## src/verilog/pll_drp_pkg.sv

```systemverilog
`default_nettype none

package pll_drp_pkg;

   typedef logic [6:0]  drp_addr_t;
   typedef logic [15:0] drp_data_t;
   typedef logic [3:0]  step_t;
   typedef logic [5:0]  time_t;
   typedef logic [2:0]  phase_mux_t;
   typedef logic [39:0] lock_word_t;
   typedef logic [9:0]  filter_word_t;

   localparam int NUM_STEPS = 13;

   // Sequence order
   localparam step_t STEP_POWER         = 4'd0;
   localparam step_t STEP_CLKOUT0_REG1  = 4'd1;
   localparam step_t STEP_CLKOUT0_REG2  = 4'd2;
   localparam step_t STEP_CLKOUT1_REG1  = 4'd3;
   localparam step_t STEP_CLKOUT1_REG2  = 4'd4;
   localparam step_t STEP_DIVCLK        = 4'd5;
   localparam step_t STEP_CLKFBOUT_REG1 = 4'd6;
   localparam step_t STEP_CLKFBOUT_REG2 = 4'd7;
   localparam step_t STEP_LOCK_REG1     = 4'd8;
   localparam step_t STEP_LOCK_REG2     = 4'd9;
   localparam step_t STEP_LOCK_REG3     = 4'd10;
   localparam step_t STEP_FILT_REG1     = 4'd11;
   localparam step_t STEP_FILT_REG2     = 4'd12;

   // PLL DRP register map
   localparam drp_addr_t ADDR_POWER         = 7'h28;
   localparam drp_addr_t ADDR_CLKOUT0_REG1  = 7'h08;
   localparam drp_addr_t ADDR_CLKOUT0_REG2  = 7'h09;
   localparam drp_addr_t ADDR_CLKOUT1_REG1  = 7'h0A;
   localparam drp_addr_t ADDR_CLKOUT1_REG2  = 7'h0B;
   localparam drp_addr_t ADDR_DIVCLK        = 7'h16;
   localparam drp_addr_t ADDR_CLKFBOUT_REG1 = 7'h14;
   localparam drp_addr_t ADDR_CLKFBOUT_REG2 = 7'h15;
   localparam drp_addr_t ADDR_LOCK_REG1     = 7'h18;
   localparam drp_addr_t ADDR_LOCK_REG2     = 7'h19;
   localparam drp_addr_t ADDR_LOCK_REG3     = 7'h1A;
   localparam drp_addr_t ADDR_FILT_REG1     = 7'h4E;
   localparam drp_addr_t ADDR_FILT_REG2     = 7'h4F;

   // Counter register word in its register 1 and register 2 views
   typedef union packed {
      struct packed {
         phase_mux_t phase_mux;
         logic       reserved;
         time_t      high_time;
         time_t      low_time;
      } reg1;
      struct packed {
         logic [7:0] reserved;
         logic       edge_en;
         logic       no_count;
         time_t      delay_time;
      } reg2;
   } clk_reg_t;

endpackage

`default_nettype wire

```

## src/verilog/pll_lock_filter_table.sv

```systemverilog
`timescale 1ns/1ps
`default_nettype none

module pll_lock_filter_table (
   input  wire                          dclk,
   input  wire pll_drp_pkg::time_t      divclk_high_time,
   input  wire pll_drp_pkg::time_t      divclk_low_time,
   input  wire                          divclk_no_count,
   output pll_drp_pkg::lock_word_t      lock_word,
   output pll_drp_pkg::filter_word_t    filter_word
);

   logic [7:0] divclk;

   assign divclk = divclk_no_count ? 8'd0 :
                   8'(divclk_high_time) + 8'(divclk_low_time) - 8'd1;

   always_ff @(posedge dclk) begin
      // Bandwidth optimized filter settings
      case (divclk) inside
         8'd2:                      filter_word <= 10'b0101_1111_00;
         8'd3:                      filter_word <= 10'b0111_1111_00;
         8'd4:                      filter_word <= 10'b0111_1011_00;
         8'd5:                      filter_word <= 10'b1101_0111_00;
         8'd6:                      filter_word <= 10'b1110_1011_00;
         8'd7:                      filter_word <= 10'b1110_1101_00;
         8'd8, 8'd11:               filter_word <= 10'b1111_1101_00;
         8'd9:                      filter_word <= 10'b1111_0111_00;
         8'd10:                     filter_word <= 10'b1111_1011_00;
         8'd12:                     filter_word <= 10'b1111_0011_00;
         8'd13:                     filter_word <= 10'b1110_0101_00;
         [8'd14:8'd17]:             filter_word <= 10'b1111_0101_00;
         [8'd18:8'd21]:             filter_word <= 10'b0111_0110_00;
         [8'd22:8'd24]:             filter_word <= 10'b0101_1100_00;
         [8'd25:8'd32]:             filter_word <= 10'b1100_0001_00;
         [8'd33:8'd35]:             filter_word <= 10'b0100_0010_00;
         [8'd36:8'd38], [8'd40:8'd52]: filter_word <= 10'b0010_1000_00;
         8'd39:                     filter_word <= 10'b0011_0100_00;
         [8'd53:8'd59]:             filter_word <= 10'b0100_1100_00;
         [8'd60:8'd63]:             filter_word <= 10'b0010_0100_00;
         // Counts 0 and 1, and anything out of range
         default:                   filter_word <= 10'b0011_0111_00;
      endcase

      case (divclk) inside
         8'd2:          lock_word <= 40'b01000_01000_1111101000_1111101001_0000000001;
         8'd3:          lock_word <= 40'b01011_01011_1111101000_1111101001_0000000001;
         8'd4:          lock_word <= 40'b01110_01110_1111101000_1111101001_0000000001;
         8'd5:          lock_word <= 40'b10001_10001_1111101000_1111101001_0000000001;
         8'd6:          lock_word <= 40'b10011_10011_1111101000_1111101001_0000000001;
         8'd7:          lock_word <= 40'b10110_10110_1111101000_1111101001_0000000001;
         8'd8:          lock_word <= 40'b11001_11001_1111101000_1111101001_0000000001;
         8'd9:          lock_word <= 40'b11100_11100_1111101000_1111101001_0000000001;
         8'd10:         lock_word <= 40'b11111_11111_1110000100_1111101001_0000000001;
         8'd11:         lock_word <= 40'b11111_11111_1100111001_1111101001_0000000001;
         8'd12:         lock_word <= 40'b11111_11111_1011101110_1111101001_0000000001;
         8'd13:         lock_word <= 40'b11111_11111_1010111100_1111101001_0000000001;
         8'd14:         lock_word <= 40'b11111_11111_1010001010_1111101001_0000000001;
         8'd15:         lock_word <= 40'b11111_11111_1001110001_1111101001_0000000001;
         8'd16:         lock_word <= 40'b11111_11111_1000111111_1111101001_0000000001;
         8'd17:         lock_word <= 40'b11111_11111_1000100110_1111101001_0000000001;
         8'd18:         lock_word <= 40'b11111_11111_1000001101_1111101001_0000000001;
         8'd19:         lock_word <= 40'b11111_11111_0111110100_1111101001_0000000001;
         8'd20:         lock_word <= 40'b11111_11111_0111011011_1111101001_0000000001;
         8'd21:         lock_word <= 40'b11111_11111_0111000010_1111101001_0000000001;
         8'd22:         lock_word <= 40'b11111_11111_0110101001_1111101001_0000000001;
         [8'd23:8'd24]: lock_word <= 40'b11111_11111_0110010000_1111101001_0000000001;
         8'd25:         lock_word <= 40'b11111_11111_0101110111_1111101001_0000000001;
         [8'd26:8'd27]: lock_word <= 40'b11111_11111_0101011110_1111101001_0000000001;
         [8'd28:8'd29]: lock_word <= 40'b11111_11111_0101000101_1111101001_0000000001;
         [8'd30:8'd32]: lock_word <= 40'b11111_11111_0100101100_1111101001_0000000001;
         [8'd33:8'd35]: lock_word <= 40'b11111_11111_0100010011_1111101001_0000000001;
         [8'd36:8'd63]: lock_word <= 40'b11111_11111_0011111010_1111101001_0000000001;
         // Same fallback as the filter table
         default:       lock_word <= 40'b00110_00110_1111101000_1111101001_0000000001;
      endcase
   end

endmodule

`default_nettype wire

```

## src/verilog/pll_step_rom.sv

```systemverilog
`timescale 1ns/1ps
`default_nettype none

module pll_step_rom (
   input  wire pll_drp_pkg::step_t        step,
   input  wire pll_drp_pkg::time_t        clkout0_high_time,
   input  wire pll_drp_pkg::time_t        clkout0_low_time,
   input  wire pll_drp_pkg::phase_mux_t   clkout0_phase_mux,
   input  wire                            clkout0_edge,
   input  wire                            clkout0_no_count,
   input  wire pll_drp_pkg::time_t        clkout0_delay_time,
   input  wire pll_drp_pkg::time_t        clkout1_high_time,
   input  wire pll_drp_pkg::time_t        clkout1_low_time,
   input  wire pll_drp_pkg::phase_mux_t   clkout1_phase_mux,
   input  wire                            clkout1_edge,
   input  wire                            clkout1_no_count,
   input  wire pll_drp_pkg::time_t        clkout1_delay_time,
   input  wire pll_drp_pkg::time_t        clkfbout_high_time,
   input  wire pll_drp_pkg::time_t        clkfbout_low_time,
   input  wire pll_drp_pkg::phase_mux_t   clkfbout_phase_mux,
   input  wire                            clkfbout_edge,
   input  wire                            clkfbout_no_count,
   input  wire pll_drp_pkg::time_t        clkfbout_delay_time,
   input  wire pll_drp_pkg::time_t        divclk_high_time,
   input  wire pll_drp_pkg::time_t        divclk_low_time,
   input  wire                            divclk_edge,
   input  wire                            divclk_no_count,
   input  wire pll_drp_pkg::lock_word_t   lock_word,
   input  wire pll_drp_pkg::filter_word_t filter_word,
   output pll_drp_pkg::drp_addr_t         daddr_step,
   output pll_drp_pkg::drp_data_t         keep_mask,
   output pll_drp_pkg::drp_data_t         set_bits
);
   import pll_drp_pkg::*;

   function automatic drp_data_t reg1_word(phase_mux_t phase_mux, time_t high_time,
                                           time_t low_time);
      clk_reg_t w;
      w                = '0;
      w.reg1.phase_mux = phase_mux;
      w.reg1.high_time = high_time;
      w.reg1.low_time  = low_time;
      return w;
   endfunction

   function automatic drp_data_t reg2_word(logic edge_en, logic no_count, time_t delay_time);
      clk_reg_t w;
      w                 = '0;
      w.reg2.edge_en    = edge_en;
      w.reg2.no_count   = no_count;
      w.reg2.delay_time = delay_time;
      return w;
   endfunction

   always_comb begin
      case (step)
         STEP_POWER:         daddr_step = ADDR_POWER;
         STEP_CLKOUT0_REG1:  daddr_step = ADDR_CLKOUT0_REG1;
         STEP_CLKOUT0_REG2:  daddr_step = ADDR_CLKOUT0_REG2;
         STEP_CLKOUT1_REG1:  daddr_step = ADDR_CLKOUT1_REG1;
         STEP_CLKOUT1_REG2:  daddr_step = ADDR_CLKOUT1_REG2;
         STEP_DIVCLK:        daddr_step = ADDR_DIVCLK;
         STEP_CLKFBOUT_REG1: daddr_step = ADDR_CLKFBOUT_REG1;
         STEP_CLKFBOUT_REG2: daddr_step = ADDR_CLKFBOUT_REG2;
         STEP_LOCK_REG1:     daddr_step = ADDR_LOCK_REG1;
         STEP_LOCK_REG2:     daddr_step = ADDR_LOCK_REG2;
         STEP_LOCK_REG3:     daddr_step = ADDR_LOCK_REG3;
         STEP_FILT_REG1:     daddr_step = ADDR_FILT_REG1;
         STEP_FILT_REG2:     daddr_step = ADDR_FILT_REG2;
         default:            daddr_step = '0;
      endcase

      // Bits of the old register value that survive the write
      case (step)
         STEP_CLKOUT0_REG1, STEP_CLKOUT1_REG1, STEP_CLKFBOUT_REG1: keep_mask = 16'h1000;
         STEP_CLKOUT0_REG2, STEP_CLKOUT1_REG2, STEP_CLKFBOUT_REG2: keep_mask = 16'hFC00;
         STEP_LOCK_REG1:                 keep_mask = 16'hFC00;
         STEP_DIVCLK:                    keep_mask = 16'hC000;
         STEP_LOCK_REG2, STEP_LOCK_REG3: keep_mask = 16'h8000;
         STEP_FILT_REG1:                 keep_mask = 16'h66FF;
         STEP_FILT_REG2:                 keep_mask = 16'h666F;
         default:                        keep_mask = 16'h0000;
      endcase

      case (step)
         STEP_POWER:         set_bits = 16'hFFFF;
         STEP_CLKOUT0_REG1:
            set_bits = reg1_word(clkout0_phase_mux, clkout0_high_time, clkout0_low_time);
         STEP_CLKOUT0_REG2:
            set_bits = reg2_word(clkout0_edge, clkout0_no_count, clkout0_delay_time);
         STEP_CLKOUT1_REG1:
            set_bits = reg1_word(clkout1_phase_mux, clkout1_high_time, clkout1_low_time);
         STEP_CLKOUT1_REG2:
            set_bits = reg2_word(clkout1_edge, clkout1_no_count, clkout1_delay_time);
         STEP_DIVCLK:
            set_bits = {2'b00, divclk_edge, divclk_no_count, divclk_high_time, divclk_low_time};
         STEP_CLKFBOUT_REG1:
            set_bits = reg1_word(clkfbout_phase_mux, clkfbout_high_time, clkfbout_low_time);
         STEP_CLKFBOUT_REG2:
            set_bits = reg2_word(clkfbout_edge, clkfbout_no_count, clkfbout_delay_time);
         STEP_LOCK_REG1:     set_bits = {6'b000000, lock_word[29:20]};
         STEP_LOCK_REG2:     set_bits = {1'b0, lock_word[34:30], lock_word[9:0]};
         STEP_LOCK_REG3:     set_bits = {1'b0, lock_word[39:35], lock_word[19:10]};
         STEP_FILT_REG1:
            set_bits = {filter_word[9], 2'b00, filter_word[8:7], 2'b00, filter_word[6], 8'h00};
         STEP_FILT_REG2:
            set_bits = {filter_word[5], 2'b00, filter_word[4:3], 2'b00,
                        filter_word[2:1], 2'b00, filter_word[0], 4'h0};
         default:            set_bits = 16'h0000;
      endcase
   end

endmodule

`default_nettype wire

```

## src/verilog/pll_drp_fsm.sv

```systemverilog
`timescale 1ns/1ps
`default_nettype none

module pll_drp_fsm (
   input  wire                         dclk,
   input  wire                         rst,
   input  wire                         start_reconfig,
   input  wire                         locked,
   input  wire                         drdy,
   input  wire pll_drp_pkg::drp_data_t dout,
   input  wire pll_drp_pkg::drp_addr_t daddr_step,
   input  wire pll_drp_pkg::drp_data_t keep_mask,
   input  wire pll_drp_pkg::drp_data_t set_bits,
   output pll_drp_pkg::step_t          step,
   output pll_drp_pkg::drp_addr_t      daddr,
   output pll_drp_pkg::drp_data_t      din,
   output logic                        den,
   output logic                        dwe,
   output logic                        rst_pll,
   output logic                        ready,
   output logic                        reconfig_done
);
   import pll_drp_pkg::*;

   localparam logic [3:0] RESTART    = 4'd0;
   localparam logic [3:0] WAIT_LOCK  = 4'd1;
   localparam logic [3:0] WAIT_START = 4'd2;
   localparam logic [3:0] ADDRESS    = 4'd3;
   localparam logic [3:0] WAIT_READ  = 4'd4;
   localparam logic [3:0] MASK       = 4'd5;
   localparam logic [3:0] SET        = 4'd6;
   localparam logic [3:0] WRITE      = 4'd7;
   localparam logic [3:0] WAIT_WRITE = 4'd8;

   localparam step_t LAST_STEP = step_t'(NUM_STEPS - 1);

   logic [3:0] state;

   assign ready = (state == WAIT_START);

   always_ff @(posedge dclk) begin
      // DRP strobes and the done flag are single-cycle pulses
      den           <= 1'b0;
      dwe           <= 1'b0;
      reconfig_done <= 1'b0;
      if (rst) begin
         state   <= RESTART;
         step    <= '0;
         rst_pll <= 1'b0;
      end else begin
         case (state)
            RESTART: begin
               rst_pll <= 1'b1;
               step    <= '0;
               state   <= WAIT_LOCK;
            end
            WAIT_LOCK: begin
               rst_pll <= 1'b0;
               step    <= '0;
               // Stale lock while the PLL is still in reset
               if (locked && !rst_pll) begin
                  state <= WAIT_START;
               end
            end
            WAIT_START: begin
               if (start_reconfig) begin
                  state <= ADDRESS;
               end
            end
            ADDRESS: begin
               rst_pll <= 1'b1;
               daddr   <= daddr_step;
               den     <= 1'b1;
               state   <= WAIT_READ;
            end
            WAIT_READ: begin
               // dout is only valid alongside drdy
               if (drdy) begin
                  din   <= dout;
                  state <= MASK;
               end
            end
            MASK: begin
               din   <= din & keep_mask;
               state <= SET;
            end
            SET: begin
               din   <= din | set_bits;
               state <= WRITE;
            end
            WRITE: begin
               den   <= 1'b1;
               dwe   <= 1'b1;
               state <= WAIT_WRITE;
            end
            WAIT_WRITE: begin
               if (drdy) begin
                  if (step == LAST_STEP) begin
                     rst_pll       <= 1'b0;
                     reconfig_done <= 1'b1;
                     state         <= WAIT_LOCK;
                  end else begin
                     step  <= step + 1'b1;
                     state <= ADDRESS;
                  end
               end
            end
            default: state <= RESTART;
         endcase
      end
   end

endmodule

`default_nettype wire

```

## src/verilog/pll_reconfig_top.sv

```systemverilog
`timescale 1ns/1ps
`default_nettype none

module pll_reconfig_top (
   input  wire                          dclk,
   input  wire                          rst,
   input  wire                          start_reconfig,
   output wire                          ready,
   output wire                          reconfig_done,
   input  wire pll_drp_pkg::time_t      clkout0_high_time,
   input  wire pll_drp_pkg::time_t      clkout0_low_time,
   input  wire pll_drp_pkg::phase_mux_t clkout0_phase_mux,
   input  wire                          clkout0_edge,
   input  wire                          clkout0_no_count,
   input  wire pll_drp_pkg::time_t      clkout0_delay_time,
   input  wire pll_drp_pkg::time_t      clkout1_high_time,
   input  wire pll_drp_pkg::time_t      clkout1_low_time,
   input  wire pll_drp_pkg::phase_mux_t clkout1_phase_mux,
   input  wire                          clkout1_edge,
   input  wire                          clkout1_no_count,
   input  wire pll_drp_pkg::time_t      clkout1_delay_time,
   input  wire pll_drp_pkg::time_t      clkfbout_high_time,
   input  wire pll_drp_pkg::time_t      clkfbout_low_time,
   input  wire pll_drp_pkg::phase_mux_t clkfbout_phase_mux,
   input  wire                          clkfbout_edge,
   input  wire                          clkfbout_no_count,
   input  wire pll_drp_pkg::time_t      clkfbout_delay_time,
   input  wire pll_drp_pkg::time_t      divclk_high_time,
   input  wire pll_drp_pkg::time_t      divclk_low_time,
   input  wire                          divclk_edge,
   input  wire                          divclk_no_count,
   output wire pll_drp_pkg::drp_addr_t  daddr,
   output wire pll_drp_pkg::drp_data_t  din,
   input  wire pll_drp_pkg::drp_data_t  dout,
   output wire                          den,
   output wire                          dwe,
   input  wire                          drdy,
   output wire                          rst_pll,
   input  wire                          locked
);
   import pll_drp_pkg::*;

   wire step_t        step;
   wire drp_addr_t    daddr_step;
   wire drp_data_t    keep_mask;
   wire drp_data_t    set_bits;
   wire lock_word_t   lock_word;
   wire filter_word_t filter_word;

   // Lock and filter words follow the DIVCLK settings
   pll_lock_filter_table u_table (.*);

   // Address, mask and new field bits of the current step
   pll_step_rom u_rom (.*);

   pll_drp_fsm u_fsm (.*);

endmodule

`default_nettype wire

```

## config.mk

```make
export PLATFORM = sky130hd
export DESIGN_NAME = pll_reconfig_top
export DESIGN_NICKNAME = d
export VERILOG_FILES = /design/src/verilog/pll_drp_pkg.sv /design/src/verilog/pll_lock_filter_table.sv /design/src/verilog/pll_step_rom.sv /design/src/verilog/pll_drp_fsm.sv /design/src/verilog/pll_reconfig_top.sv
export SDC_FILE = /design/constraint.sdc
export NUM_CORES = 1
export LEC_CHECK = 0
export BUFFER_PORTS_ARGS = -buffer_cell sky130_fd_sc_hd__buf_2
export CAP_MARGIN = 20
export CORE_ASPECT_RATIO = 0.75
export CORE_UTILIZATION = 50
export DETAILED_ROUTE_END_ITERATION = 8
export GPL_TIMING_DRIVEN = 0
export MAX_ROUTING_LAYER = met4
export PLACE_DENSITY = 0.76
export SLEW_MARGIN = 10
export SYNTH_ARGS = -nofsm -noshare
export SYNTH_HDL_FRONTEND = slang
export SYNTH_HIERARCHICAL = 1
export SYNTH_SLANG_ARGS = --single-unit
```

## constraint.sdc

```tcl
create_clock -name dclk -period 3.3 [get_ports dclk]
set_input_delay 0.66 -clock dclk [delete_from_list [all_inputs] [get_ports dclk]]
set_output_delay 0.66 -clock dclk [all_outputs]
set_load 0.02 [all_outputs]
```

# Word level (Yosys, flattened, before mapping)
# Memory sizes are Yosys's and may differ from the RTL's. A register that Yosys moved wholly into a read port is not among the register bits.
# Cells that the tools add are included.
# W data, S select, Z words.
[classes] n_addsub=3 mul=0 n_div=0 magnitude_cmp=24 n_eq_ne=49 shifts=0 mux=67 bitwise_logic=5 reduce_logical=44
[op_table] operator="$mux W40" n=25
[op_table] operator="$pmux W16 S13" n=1
[op_table] operator="$mux W10" n=16
[op_table] operator="$eq A8 B4 Y1 const B" n=8
[op_table] operator="$eq A8 B5 Y1 const B" n=8
[op_table] operator="$ge A8 B5 Y1 const B" n=7
[op_table] operator="$le A8 B6 Y1 const B" n=6
[op_table] operator="$pmux W16 S3" n=1
[op_table] operator="$ge A8 B6 Y1 const B" n=5
[op_table] operator="$le A8 B5 Y1 const B" n=5
[op_table] operator="$mux W38" n=1
[op_table] operator="$mux W37" n=1
[op_table] operator="$pmux W4 S9" n=1
[op_table] operator="$reduce_or A17 Y1" n=2
[op_table] operator="$eq A4 B3 Y1 const B" n=8
[op_table] operator="$eq A8 B3 Y1 const B" n=4
[op_table] operator="$mux W4" n=8
[op_table] operator="$reduce_or A27 Y1" n=1
[op_table] operator="$eq A4 B4 Y1 const B" n=6
[op_table] operator="$mux W8" n=3
[op_table] operator="$reduce_or A21 Y1" n=1
[op_table] operator="$and A16 B16 Y16" n=1
[op_table] operator="$eq A4 B2 Y1 const B" n=4
[op_table] operator="$eq A8 B2 Y1 const B" n=2
[op_table] operator="other kinds (32)" n=67
[totals] regBits=78 latch_bits=0 ramBits=0 rom_bits=352 in_bits=104 output_inout_bits=28 elab_cells=217 n_memories=2
[mem_list] name="(name not given)" words=16 width=15 rd=1 rd_clocked_by_memory_dff=1 wr=0 line="pll_step_rom.sv:74" source="case (step)"
[mem_list] name="(name not given)" words=16 width=7 rd=1 rd_clocked_by_memory_dff=1 wr=0 line="pll_step_rom.sv:56" source="case (step)"

# Logic depth before layout (Yosys ltp)
# Gate-level depths: netlist of run 1.
[depth] ltp_word=32 ltp_mapped=15

# Hierarchy
# Netlist of run 1, hierarchy kept.
[by_module_without_submodules] mod="pll_lock_filter_table" instances=1 cells_each=286 area_each_um2=2222.1 seq_area_each_um2=460.4
[by_module_without_submodules] mod="pll_drp_fsm" instances=1 cells_each=178 area_each_um2=1724.2 seq_area_each_um2=930.9
[by_module_without_submodules] mod="pll_step_rom" instances=1 cells_each=221 area_each_um2=1481.4 seq_area_each_um2=0.0

# Worst setup path after synthesis of run 1
# OpenSTA, ideal clock, no wires.
[synth_path] path_kind="in2reg" start="input port divclk_high_time[1]" end="register u_table.lock_word[24]" t_arrival_ns=3.170 setup_slack_ns=0.005 cell_stages=13 path_buffers=0 path_cell_list="inv_1 -> ha_1 -> inv_1 -> ha_1 -> inv_1 -> fa_1 -> nand2b_2 -> o2bb2ai_4 -> xor2_2 -> nor4_4 -> a31oi_2 -> o311ai_1 -> a2111o_1"
[synth_via] elab_chain_cells=24 elab_cells_between_ends=63
[synth_lines] element="from (decl)" line="pll_reconfig_top.sv:28" source="input wire pll_drp_pkg::time_t divclk_high_time,"
[synth_lines] element="$add A6 B6 Y7 (*)" line="pll_lock_filter_table.sv:16" source="8'(divclk_high_time) + 8'(divclk_low_time) - 8'd1;"
[synth_lines] element="$sub A8 B1 Y8 (*)" line="pll_lock_filter_table.sv:16"
[synth_lines] element="$mux W8 (*)" line="pll_lock_filter_table.sv:15" source="assign divclk = divclk_no_count ? 8'd0 :"
[synth_lines] element="$ge A8 B6 Y1 (no source line) or $le A8 B6 Y1 (tied branches)"
[synth_lines] element="$logic_and A1 B1 Y1 (no source line)"
[synth_lines] element="$mux W40 (19 in series)" line="pll_lock_filter_table.sv:45" source="case (divclk) inside"
[synth_lines] element="to (signal assigned)" line="pll_lock_filter_table.sv:46" source="8'd2: lock_word <= 40'b01000_01000_1111101000_1111101001_0000000001;"
[synth_lines] element="to (signal assigned)" line="pll_lock_filter_table.sv:47" source="8'd3: lock_word <= 40'b01011_01011_1111101000_1111101001_0000000001;"
[synth_lines] element="to (signal assigned)" line="pll_lock_filter_table.sv:48" source="8'd4: lock_word <= 40'b01110_01110_1111101000_1111101001_0000000001;"
[synth_lines] element="to (decl)" line="pll_lock_filter_table.sv:9" source="output pll_drp_pkg::lock_word_t lock_word,"
# Every way passes the cells marked *; elsewhere a longest branch is shown, timed or not.
# A chain may end at the register's enable or synchronous reset.

# Final worst setup path of run 1
# Same ends and word-level chain as after synthesis.

==> impl_summary.log, run 1 <==
INFO  metric holdCritPathClass = reg2reg
INFO  metric synth_async_sr_flop_share = 0
INFO  metric synth_area_per_cell = roughly 8 µm²
INFO  metric clk_latency = around 0.34 ns
INFO  metric clkSinkCount = a little under 60
INFO  metric finalCritPeriodShare = 0.990
INFO  metric combined_area_of_the_multi_input_logic_cells = 3610 µm²
INFO  metric post_synth_instance_area = roughly 5400 µm²
INFO  metric dp_hpwl = about 17 mm
INFO  metric num-nets-final = just under 1k
INFO  metric worst-path-stages = 14
INFO  metric synth.yosys.seq_area_share = 0.256
INFO  metric n_fill_cell = 901
INFO  metric coreArea = between 10000 and 15000 µm²
INFO  metric globalRoute.totalOverflow = 0
INFO  metric synth.largest_area_cell = dfxtp_1
INFO  metric timing.critical_path.fanout_max = 7
INFO  metric drc = 0
INFO  metric r2r_setup_slack = between 0.5 and 0.6 ns
INFO  metric p_leak = between 3 and 4 nW
INFO  metric required = between 3 and 4 ns
INFO  metric ys.warnings.count = 6
INFO  metric groute.usage.overall = 0.406
INFO  metric tritoncts = done
INFO  metric grt_setup_unrepaired = true
INFO  metric detailedRoute.firstIterationViolations = between 1k and 1.5k
INFO  metric syn_inst = around 690
INFO  metric reg2reg_depth = 10
INFO  metric area_growth = 28.6%
INFO  metric endpoint_kind = register
INFO  metric timing.fmax = 0.306 GHz
INFO  metric boundaryPins = roughly 130
INFO  metric worstHoldPathCells = 2
INFO  metric post_dp_cell_area = ~6300 µm²
INFO  metric final-seq-area = between 1000 and 1500 µm²
INFO  metric synth_top_cell_area_share = 0.129
INFO  metric route.final.wire_length = about 22 mm
INFO  metric antenna_cells_inserted = 0
INFO  metric clock_tree.htree_level_count = 3
INFO  metric yosys.cell_types.count = a little under 90
INFO  metric die_area = ~11000 µm²
INFO  metric synth_enable_flop_cells = 23
INFO  metric critPathBufInv = 4
INFO  metric io_buffer_count = 131
INFO  metric post-place-cells = about 970
INFO  metric layout-drive-gt1-share = 0.335
INFO  metric gp_congestion = about 1.1
INFO  metric clkSlewWorstSetupHoldPaths = around 0.050 ns
INFO  metric post_drt_via_cell_ratio = approximately 6.4
INFO  metric result_of_the_run = finished, final reports clean
INFO  metric setup_violations = 0
INFO  metric crit_top_cell = inv_1
INFO  metric fp.dieH = approximately 90 µm
INFO  metric clk_tree_root_cell = clkbuf_16
INFO  metric postSynthRegisterBits = 58
INFO  metric crit_family = compound AO/OA/AOI/OAI gates
INFO  metric vdd_drop_max = 243 µV
INFO  metric vias = 6454
INFO  metric top_cells_by_area_synth = dfxtp_1 13%, edfxtp_1 13%, a21oi_1 6.2%, buf_4 5.9%, nand2_1 5.0%
INFO  metric die_w = 122 µm
INFO  metric clock_path_buffers = 2
INFO  metric timing_worst_setup_path_type = in2reg
INFO  metric crit_path_cell_chain = buf_2 -> inv_1 -> ha_1 -> inv_1 -> ha_2 -> inv_1 -> fa_2 -> nand2b_4 -> o2bb2ai_4 -> xnor2_4 -> nor2_4 -> a31oi_4 -> o311ai_4 -> a2111o_1
INFO  metric critPathArrivalTime = 3.48 ns
INFO  metric antenna_found_initial = 0
INFO  metric final_period_minus_worst_setup_slack = around 3.3 ns
INFO  metric grt_pass1_wl = roughly 33 mm
INFO  metric timing.critical_path.slowest_cell_delay = 0.44 ns
INFO  metric slew_headroom = 0.303
INFO  metric crit_path_start_kind = input port
INFO  metric finalMaxSlewViolations = 0
INFO  metric cts_buffers = 9
INFO  metric synth_top_flop_cell = dfxtp_1
INFO  metric layoutNonFillerInstCount = around 1.0k
INFO  metric routed_wire_length_per_instance = about 22 µm
INFO  metric vias_in_the_first_global_route = between 5k and 6k
INFO  metric maxCapViolCount = 0
INFO  metric tns = 0 ns
INFO  metric critical_path.slowest_cell = a2111o_1
INFO  metric finalClockSkew = 0.00824 ns
INFO  metric final_hold_viol_count = 0
INFO  metric std_cell_rows = 32
INFO  metric worstMarginPinSlew = approximately 1.0 ns
INFO  metric grt_max_degree = 12
INFO  metric post-route-cell-area = approximately 7000 µm²
INFO  metric power-per-cell-area = about 460 nW/µm²
INFO  metric detailedRoute.firstPassIterationCount = 6
INFO  metric ant_nets = 0
INFO  metric starting_utilization_of_the_core_area = 0.521
-- cell usage after synthesis, types with 7 or more instances --
library cell and count:
nor3_1 20, a211oi_1 10, o211ai_1 9, buf_4 43
edfxtp_1 23, o21ai_1 20, a21o_1 9, clkbuf_1 11
dfxtp_1 35, a22oi_1 23, nor2b_1 14, a221oi_1 8
ha_1 20, nand2_1 73, nand3_1 16, nand2b_1 12
o21ai_0 25, buf_2 32, a21oi_1 67, inv_1 33
a222oi_1 7, a31oi_1 7, nor2_1 32
-- stage by stage --
step / hold WS, ns / util / setup WS, ns / total power [mW]
global route: 0.547 / 0.671 / -0.0488 / 3.38
detailed placement: 0.524 / 0.609 / -0.763 / 2.06
floorplan: 0.471 / - / 0.00518 / 1.69
finish: 0.527 / 0.671 / 0.0322 / 3.24
global placement: 0.489 / 0.608 / -0.760 / 2.05
CTS: 0.530 / 0.653 / 0.00449 / 3.09
-- routing by layer --
metal / vias to the layer above / wire, µm / GRT usage
met3: 58 / 3380 / 0.136
met1: 3017 / 9100 / 0.561
met2: 553 / 9080 / 0.558
met5: - / 0 / -
met4: 0 / 567 / 0.110
li1: 2826 / - / -
-- flip-flops by register name (all words and copies together), names as in the netlist --
register / flops
u_fsm/daddr: 7
u_fsm/den: 1
u_fsm/din: 16
u_fsm/dwe: 1
u_fsm/reconfig_done: 1
u_fsm/rst_pll: 1
u_fsm/state: 4
u_fsm/step: 4
u_table/filter_word: 8
u_table/lock_word: 15
-- worst register-to-register path: stages (launching register included) --
cell and delay (ns):
dfxtp_1 0.50, inv_1 0.17, ha_1 0.22, buf_2 0.20
buf_2 0.22, nor2_1 0.29, nand3_1 0.20, a22oi_1 0.22
o21ai_0 0.23, a21oi_1 0.22, o21ai_1 0.07
-- where the power goes --
| part | total, mW | switching [mW] | internal [mW] | leakage [nW] |
|---|---|---|---|---|
| logic | 1.40 | 0.871 | 0.529 | 2.40 |
| clock network | 0.946 | 0.325 | 0.621 | 0.147 |
| registers | 0.895 | 0.0430 | 0.852 | 0.490 |
-- kinds of logic after synthesis --
group | synth area share
buffers and inverters | 0.133
muxes | 0.0115
and+or+nand+nor | 0.205
adders and majority gates | 0.0498
xor gates and xnor gates | 0.0159
DFF | 0.256
other | 0.00207
AOI/OAI and AO/OA | 0.326
-- area by class of cell --
type	instances	share of cell area
sequential	58	0.199
timing repair buffer	144	0.111
inverter	34	0.0183
tap	136	0.0244
buffer	92	0.0869
clock inverter	3	0.00556
clock buffer	13	0.0373
multi-input combinational	522	0.518
-- what timing repair did --
| action | in CTS | in global routing |
|---|---|---|
| hold endpoints to repair | 0 | 0 |
| setup endpoints to repair | 18 | 19 |
| pin swaps | 7 | 10 |
| gates resized for setup | 19 | 26 |
| hold buffers | 0 | 0 |
| cloned | 0 | 1 |
| buffers inserted | 4 | 8 |
-- cells in the final DEF (no fill, tap or decap), types with 24 or more instances in the layout --
cell type and count:
nand2_1 72, inv_1 33, buf_2 160, nor2_1 31, buf_4 53, o21ai_0 24, dfxtp_1 35, a21oi_1 66
-- final timing paths --
| path | to | startpoint |
|---|---|---|
| max | u_table/lock_word[24] | divclk_high_time[1] |
| min | u_fsm/step[3] | u_fsm/step[3] |
| max reg2reg | u_fsm/din[6] | u_fsm/step[1] |
| min reg2reg | u_fsm/step[3] | u_fsm/step[3] |
Note: power is estimated with default switching activity, not from simulation.
==> run 2, diff against run 1 <==
--- a/config.mk
+++ b/config.mk
@@ -8,11 +8,12 @@
 export BUFFER_PORTS_ARGS = -buffer_cell sky130_fd_sc_hd__buf_2
 export CAP_MARGIN = 20
 export CORE_ASPECT_RATIO = 0.75
-export CORE_UTILIZATION = 50
+export CORE_UTILIZATION = 30
+export CTS_BUF_LIST = sky130_fd_sc_hd__clkbuf_8
 export DETAILED_ROUTE_END_ITERATION = 8
 export GPL_TIMING_DRIVEN = 0
 export MAX_ROUTING_LAYER = met4
-export PLACE_DENSITY = 0.76
+export PLACE_DENSITY = 0.5
 export SLEW_MARGIN = 10
 export SYNTH_ARGS = -nofsm -noshare
 export SYNTH_HDL_FRONTEND = slang
==> run 2 against run 1 <==
Compared with the run above:
- total power is 11% lower
- combinational power is 3% lower
- via count is 6.0% lower
- register-to-register slack better by 0.04 ns
- global-route usage is 15 points lower
- hold slack worse by 0.0063 ns
- first-iteration DRC count is 36% lower
- flip-flop and latch count stayed put
- worst setup slack worse by 0.030 ns
- die area is 65% higher
- final area is 0.18% lower
- critical endpoint is now u_table/lock_word[21]
- largest power group unchanged
==> impl_summary.log, run 2 (same netlist as run 1, synthesis figures left out) <==
INFO  metric result_of_the_run = finished, final reports clean
INFO  metric finalClockSkew = 0.0157 ns (+0.00747 ns)
INFO  metric registers.top_by_ff_count = u_fsm/din
INFO  metric coreArea = 17700 µm² (+70%)
INFO  metric clock_path_buffers = 2 (unchanged)
INFO  metric starting_utilization_of_the_core_area = 0.307 (-0.214)
INFO  metric clk_latency = 0.34 ns (about the same)
INFO  metric crit_path_cell_chain = buf_2 -> inv_1 -> ha_1 -> inv_1 -> ha_4 -> inv_1 -> fa_2 -> nand2b_4 -> o2bb2ai_4 -> xnor2_4 -> buf_6 -> buf_4 -> nor2_1 -> o21ai_0 -> o31ai_1 -> o221a_1
INFO  metric cts_buffers = 9 (unchanged)
INFO  metric fp.dieH = 118 µm (+28%)
INFO  metric worstMarginPinSlew = 0.856 ns (-0.181 ns)
INFO  metric post-layout-total-power = 2.90 mW (-11%)
INFO  metric io_buffer_count = 131 (unchanged)
INFO  metric boundaryPins = 132 (unchanged)
INFO  metric worst_hold_path.endpoint = u_fsm/step[3]
INFO  metric std_cell_rows = 42 (+31%)
INFO  metric timing.fmax = 0.303 GHz (-0.91%)
INFO  metric post-route-util = 0.395 (-0.276)
INFO  metric finalMaxSlewViolations = 0 (unchanged)
INFO  metric r2r_setup_slack = 0.55 ns (+0.04 ns)
INFO  metric placement.setup.worst_slack = -0.850 ns (-0.0870 ns)
INFO  metric endpoint_kind = register
INFO  metric post_drt_via_cell_ratio = 5.46 (-15%)
INFO  metric slew_headroom = 0.425 (+0.122)
INFO  metric p_leak = 2.99 nW (-1.7%)
INFO  metric gp_congestion = 0.964 (-9.3%)
INFO  metric timing.critical_path.fanout_max = 5 (-2)
INFO  metric final_hold_viol_count = 0 (unchanged)
INFO  metric vias_in_the_first_global_route = 5462 (-7.6%)
INFO  metric timing_worst_setup_path_type = in2reg
INFO  metric dp_hpwl = 18.3 mm (+8.4%)
INFO  metric timing.critical_path.slowest_cell_delay = 0.42 ns (-0.02 ns)
INFO  metric antenna_found_initial = 0 (unchanged)
INFO  metric mostFrequentLayoutCell = buf_2
INFO  metric tritoncts = done
INFO  metric num-nets-final = 988 (+0.20%)
INFO  metric grt_max_degree = 11 (-1)
INFO  metric crit_path_start_kind = input port
INFO  metric final-seq-area = 1390 µm² (unchanged)
INFO  metric clkSlewWorstSetupHoldPaths = 0.06 ns (about the same)
INFO  metric die_w = 157 µm (+29%)
INFO  metric grt_setup_unrepaired = true
INFO  metric area_growth = 28.4%
INFO  metric setup_violations = 0 (unchanged)
INFO  metric critPathArrivalTime = 3.56 ns (+0.08 ns)
INFO  metric routed_wire_length_per_instance = 21.0 µm (-5.0%)
INFO  metric clock_tree.htree_level_count = 3 (unchanged)
INFO  metric tns = 0 ns (unchanged)
INFO  metric final_cell_mix = 163 x buf_2, 73 x nand2_1, 66 x a21oi_1
INFO  metric worstHoldPathCells = 2 (unchanged)
INFO  metric largest_register_ff_count = 16 (unchanged)
INFO  metric antenna_cells_inserted = 0 (unchanged)
INFO  metric cts-hold-fix-buffers = 0 (unchanged)
INFO  metric combined_area_of_the_multi_input_logic_cells = 3570 µm² (-1.1%)
INFO  metric vdd_drop_max = 185 µV (-24%)
INFO  metric power-per-cell-area = 416 nW/µm² (-11%)
INFO  metric die_area = 18600 µm² (+65%)
INFO  metric final_layout_worst_hold_slack = 0.521 ns (-0.00628 ns)
INFO  metric setup_ws = 0.00209 ns (-0.0301 ns)
INFO  metric top_regs = u_fsm/din (16), u_table/lock_word (15), u_table/filter_word (8)
INFO  metric ant_nets = 0 (unchanged)
INFO  metric crit_top_cell = inv_1
INFO  metric vias = 6066 (-6.0%)
INFO  metric groute.usage.overall = 0.256 (-0.150)
INFO  metric critical_r2r_launch = u_fsm/step[0]
INFO  metric detailedRoute.firstPassIterationCount = 7 (+1)
INFO  metric start_point_of_the_worst_hold_path = u_fsm/step[3]
INFO  metric layout-drive-gt1-share = 0.331 (-0.00423)
INFO  metric finalCritPeriodShare = 0.999 (+0.00912)
INFO  metric route.final.wire_length = 23.3 mm (+5.3%)
INFO  metric globalRoute.totalOverflow = 0 (unchanged)
INFO  metric grt_pass1_wl = 33.8 mm (+2.5%)
INFO  metric clk_tree_root_cell = clkbuf_8
INFO  metric holdCritPathClass = reg2reg
INFO  metric clkSinkCount = 58 (unchanged)
INFO  metric final_period_minus_worst_setup_slack = 3.30 ns (+0.0301 ns)
INFO  metric worst_r2r_endpoint = u_fsm/din[6]
INFO  metric maxCapViolCount = 0 (unchanged)
INFO  metric n_fill_cell = 1899 (+110%)
INFO  metric drc = 0 (unchanged)
INFO  metric detailedRoute.firstIterationViolations = 648 (-36%)
INFO  metric reg2reg_depth = 10 (unchanged)
INFO  metric critical_path.slowest_cell = fa_2
INFO  metric required = 3.56 ns (+0.05 ns)
==> run 2: power breakdown <==
group	switching, mW	total (mW)	internal, mW
registers	0.0437	0.895	0.851
logic	0.840	1.36	0.522
clock network	0.282	0.639	0.357
==> run 2: metrics by stage <==
step	cells	cell area [µm²]
detailed placement	1079	6470
CTS	1100	6770
global route	1110	6970
global placement	1078	6460
finish	1110	6970
floorplan	705	5500
==> run 2: layer usage <==
layer | GRT usage | share of wire | vias up
met3 | 0.0851 | 0.12 | 26
met5 | - | 0 | -
met4 | 0.0522 | 0.015 | 0
li1 | - | - | 2846
met1 | 0.382 | 0.48 | 2850
met2 | 0.326 | 0.38 | 344
==> run 2: final cells by class <==
cell class,instances,share of cell area
Clock buffer,10,0.0197
Multi-Input combinational cell,521,0.513
Clock inverter,6,0.00718
Inverter,34,0.0183
Timing Repair Buffer,147,0.113
Tap cell,242,0.0434
Buffer,92,0.0862
Sequential cell,58,0.200
==> run 2: worst max-delay path, delay by kind of cell <==
family,cells,cell delay (ns)
xor gates and xnor gates,1,0.19
AOI/OAI and AO/OA,4,0.87
buffers and inverters,6,0.59
and+or+nand+nor,2,0.41
adders and majority gates,3,0.84
==> run 2: how the worst max path moves through the flow <==
| stage | startpoint | end | cells past startpoint |
|---|---|---|---|
| after global placement | divclk_high_time[1] | u_table/lock_word[26] | 13 |
| after detailed placement | divclk_high_time[1] | u_table/lock_word[26] | 13 |
| after global routing | divclk_high_time[1] | u_table/lock_word[35] | 17 |
| after CTS | divclk_high_time[1] | u_table/filter_word[3] | 15 |
| final | divclk_high_time[1] | u_table/lock_word[21] | 16 |
| after floorplan | divclk_high_time[1] | u_table/lock_word[24] | 13 |
==> run 2: what timing repair did <==
action,in CTS,in global routing
gates cloned,1,0
endpoints found under the setup margin,18,16
setup buffers,4,10
pin swaps,6,7
resized for setup,13,22
==> run 3, diff against run 2 <==
--- a/config.mk
+++ b/config.mk
@@ -12,7 +12,6 @@
 export CTS_BUF_LIST = sky130_fd_sc_hd__clkbuf_8
 export DETAILED_ROUTE_END_ITERATION = 8
 export GPL_TIMING_DRIVEN = 0
-export MAX_ROUTING_LAYER = met4
 export PLACE_DENSITY = 0.5
 export SLEW_MARGIN = 10
 export SYNTH_ARGS = -nofsm -noshare
==> run 3 against run 2 <==
Compared with the run above:
- the flow now finishes with violations (setup timing)
- non-clock buffer count rose by 3
- sequential power barely moved
- via count fell by 1.4%
- wire length fell by 1.1%
- die area did not move
- total power rose by 1.5%
- worst setup slack got worse by 0.0030 ns
- clock power rose by 7.2%
- hold slack improved by 0.015 ns
- global-route usage fell by 1.0 points
- flip-flop and latch count did not move
- critical endpoint is now u_table/filter_word[4]
- largest power group unchanged
==> impl_summary.log, run 3 (same netlist as run 1, synthesis figures left out) <==
INFO  metric worstMarginPinSlew = 0.942 ns (+0.0857 ns)
INFO  metric std_cell_rows = 42 (unchanged)
INFO  metric die_area = 18600 µm² (unchanged)
INFO  metric worst-path-stages = 16 (unchanged)
INFO  metric p_leak = 3.01 nW (+0.71%)
INFO  metric final_layout_worst_hold_slack = 0.536 ns (+0.0150 ns)
INFO  metric vdd_drop_max = 134 µV (-27%)
INFO  metric routed_wire_length_per_instance = 20.7 µm (-1.4%)
INFO  metric antenna_cells_inserted = 0 (unchanged)
INFO  metric placement.setup.worst_slack = -0.624 ns (+0.226 ns)
INFO  metric tns = -0.000902 ns (-0.000902 ns)
INFO  metric finalCritPeriodShare = 1.00 (about the same)
INFO  metric cts-hold-fix-buffers = 0 (unchanged)
INFO  metric post-route-cell-area = 7000 µm² (+0.43%)
INFO  metric die_w = 157 µm (unchanged)
INFO  metric worst_hold_path.endpoint = u_fsm/step[3]
INFO  metric slew_headroom = 0.367 (-0.0576)
INFO  metric critical_r2r_launch = u_fsm/step[0]
INFO  metric groute.usage.overall = 0.246 (-0.0102)
INFO  metric crit_path_cell_chain = buf_4 -> inv_1 -> ha_1 -> inv_1 -> ha_2 -> inv_2 -> fa_2 -> buf_6 -> xor2_4 -> and2_4 -> a21oi_1 -> nor3_1 -> a31oi_2 -> a211oi_4 -> buf_6 -> a211oi_2
INFO  metric r2r_setup_slack = 0.50 ns (-0.05 ns)
INFO  metric required = 3.51 ns (-0.05 ns)
INFO  metric io_buffer_count = 131 (unchanged)
INFO  metric registers.top_by_ff_count = u_fsm/din
INFO  metric critPathArrivalTime = 3.51 ns (-0.05 ns)
INFO  metric dp_hpwl = 18.0 mm (-1.4%)
INFO  metric cts_buffers = 9 (unchanged)
INFO  metric crit_family = adder cells
INFO  metric top_regs = u_fsm/din (16), u_table/lock_word (15), u_table/filter_word (8)
INFO  metric layout-drive-gt1-share = 0.339 (+0.00805)
INFO  metric antenna_found_initial = 0 (unchanged)
INFO  metric reg2reg_depth = 10 (unchanged)
INFO  metric globalRoute.totalOverflow = 0 (unchanged)
INFO  metric post_dp_cell_area = 6470 µm² (unchanged)
INFO  metric maxCapViolCount = 0 (unchanged)
INFO  metric route.final.wire_length = 23.0 mm (-1.1%)
INFO  metric power-per-cell-area = 420 nW/µm² (+1.1%)
INFO  metric grt_pass1_wl = 33.8 mm (-0.16%)
INFO  metric ant_nets = 0 (unchanged)
INFO  metric finalMaxSlewViolations = 0 (unchanged)
INFO  metric fp.dieH = 118 µm (unchanged)
INFO  metric clkSinkCount = 58 (unchanged)
INFO  metric vias = 5980 (-1.4%)
INFO  metric num-nets-final = 991 (+0.30%)
INFO  metric p_sw_frac = 0.398 (-0.00417)
INFO  metric timing.fmax = 0.303 GHz (about the same)
INFO  metric starting_utilization_of_the_core_area = 0.307 (unchanged)
INFO  metric boundaryPins = 132 (unchanged)
INFO  metric clock_tree.htree_level_count = 3 (unchanged)
INFO  metric final_cell_mix = 162 x buf_2, 72 x nand2_1, 65 x a21oi_1
INFO  metric clk_latency = 0.34 ns (about the same)
INFO  metric post_drt_via_cell_ratio = 5.37 (-1.7%)
INFO  metric worst_r2r_endpoint = u_fsm/din[6]
INFO  metric setup_violations = 1 (+1)
INFO  metric result_of_the_run = finished, violations left
INFO  metric final_period_minus_worst_setup_slack = 3.30 ns (+0.00299 ns)
INFO  metric power.share.sequential = 0.304 (-0.005)
INFO  metric clock_path_buffers = 2 (unchanged)
INFO  metric timing.critical_path.fanout_max = 8 (+3)
INFO  metric clkSlewWorstSetupHoldPaths = 0.07 ns (about the same)
INFO  metric worstHoldPathCells = 2 (unchanged)
INFO  metric failed_checks = setup timing
INFO  metric critPathBufInv = 6 (unchanged)
INFO  metric clk_tree_root_cell = clkbuf_8
INFO  metric crit_path_start_kind = input port
INFO  metric detailedRoute.firstIterationViolations = 741 (+14%)
INFO  metric gp_congestion = 0.966 (+0.28%)
INFO  metric start_point_of_the_worst_hold_path = u_fsm/step[3]
INFO  metric largest_register_ff_count = 16 (unchanged)
INFO  metric tritoncts = done
INFO  metric setup_ws = -0.000902 ns (-0.00299 ns)
INFO  metric critical_path.slowest_cell = fa_2
INFO  metric detailedRoute.firstPassIterationCount = 6 (-1)
INFO  metric timing.critical_path.slowest_cell_delay = 0.42 ns (about the same)
INFO  metric timing_worst_setup_path_type = in2reg
INFO  metric post-layout-total-power = 2.94 mW (+1.5%)
INFO  metric endpoint_kind = register
INFO  metric finalClockSkew = 0.00548 ns (-0.0102 ns)
INFO  metric cell_internal_pwr = 1.77 mW (+2.2%)
INFO  metric grt_max_degree = 11 (unchanged)
INFO  metric grt_setup_unrepaired = true
INFO  metric mostFrequentLayoutCell = buf_2
INFO  metric clock_group_share_of_total_power = 0.233 (+0.012)
INFO  metric n_fill_cell = 1911 (+0.63%)
INFO  metric holdCritPathClass = reg2reg
INFO  metric vias_in_the_first_global_route = 5487 (+0.46%)
INFO  metric logic_pwr_share = 0.463 (-0.007)
INFO  metric coreArea = 17700 µm² (unchanged)
INFO  metric final_hold_viol_count = 0 (unchanged)
INFO  metric net-switching-power = 1.17 mW (+0.44%)
INFO  metric area_growth = 29.0%
INFO  metric drc = 0 (unchanged)
## run 3: cell count changes in the layout (fill, tap and decap cells not counted), moves of 2 or more
| cell | before | now |
|---|---|---|
| inv_1 | 35 | 31 |
| buf_4 | 57 | 59 |
| buf_6 | 7 | 9 |
| clkinv_1 | 3 | 1 |
| clkinv_2 | 1 | 3 |
| inv_2 | 0 | 2 |
| nor3_1 | 16 | 18 |
| nor3_2 | 4 | 2 |
| nor4_1 | 0 | 2 |
| nor4_2 | 2 | 0 |
## run 3: layer usage
| metal | GRT usage | share of wire | vias up |
|---|---|---|---|
| met5 | 0 | 0 | - |
| met4 | 0.0674 | 0.023 | 0 |
| met3 | 0.0737 | 0.11 | 39 |
| met2 | 0.322 | 0.38 | 328 |
| met1 | 0.378 | 0.49 | 2770 |
| li1 | - | - | 2843 |
## run 3: worst reg2reg max path, delay by kind of cell, from the launching register on
kind | cells | cell delay, ns
AOI/OAI and AO/OA | 4 | 0.74
adders and majority gates | 1 | 0.22
buffers and inverters | 3 | 0.58
DFF | 1 | 0.52
and+or+nand+nor | 2 | 0.49
## run 3: timing repair
action | CTS | global route
setup endpoints to repair | 16 | 20
resized for setup | 11 | 27
buffers inserted | 2 | 16
pin swaps | 3 | 12
## run 3: cell type report
class	count	area, µm²	area share
clock inverters	5	51.3	0.00733
flip-flops and latches	58	1390	0.199
multi-input cells	521	3550	0.508
repair buffers	150	821	0.117
well taps	242	303	0.0433
plain buffers	92	599	0.0856
clock buffers	11	151	0.0216
inverters	34	128	0.0182
## run 3: through the flow
stage,util,std cells
floorplan,-,705
global placement,0.366,1078
detailed placement,0.367,1079
CTS,0.383,1097
global route,0.396,1113
finish,0.396,1113
## run 3: worst max path at each step
stage                                   start                     end  slack (ns)
after CTS                 divclk_high_time[1]  u_table/filter_word[4]       -0.02
final                     divclk_high_time[1]  u_table/filter_word[4]     -0.0009
after global placement    divclk_high_time[1]  u_table/filter_word[5]       -0.81
after global routing       divclk_low_time[1]  u_table/filter_word[4]       -0.05
after floorplan           divclk_high_time[1]   u_table/lock_word[24]       0.005
after detailed placement  divclk_high_time[1]  u_table/filter_word[5]       -0.62
## run 3: power by group through the flow
stage,Clock [mW],Sequential [mW],Combinational (mW)
2_1_floorplan,0,0.925,0.768
3_3_place_gp,0,0.908,1.17
3_5_place_dp,0,0.909,1.14
4_1_cts,0.700,0.893,1.19
5_1_grt,0.734,0.902,1.45
6_report,0.685,0.893,1.36
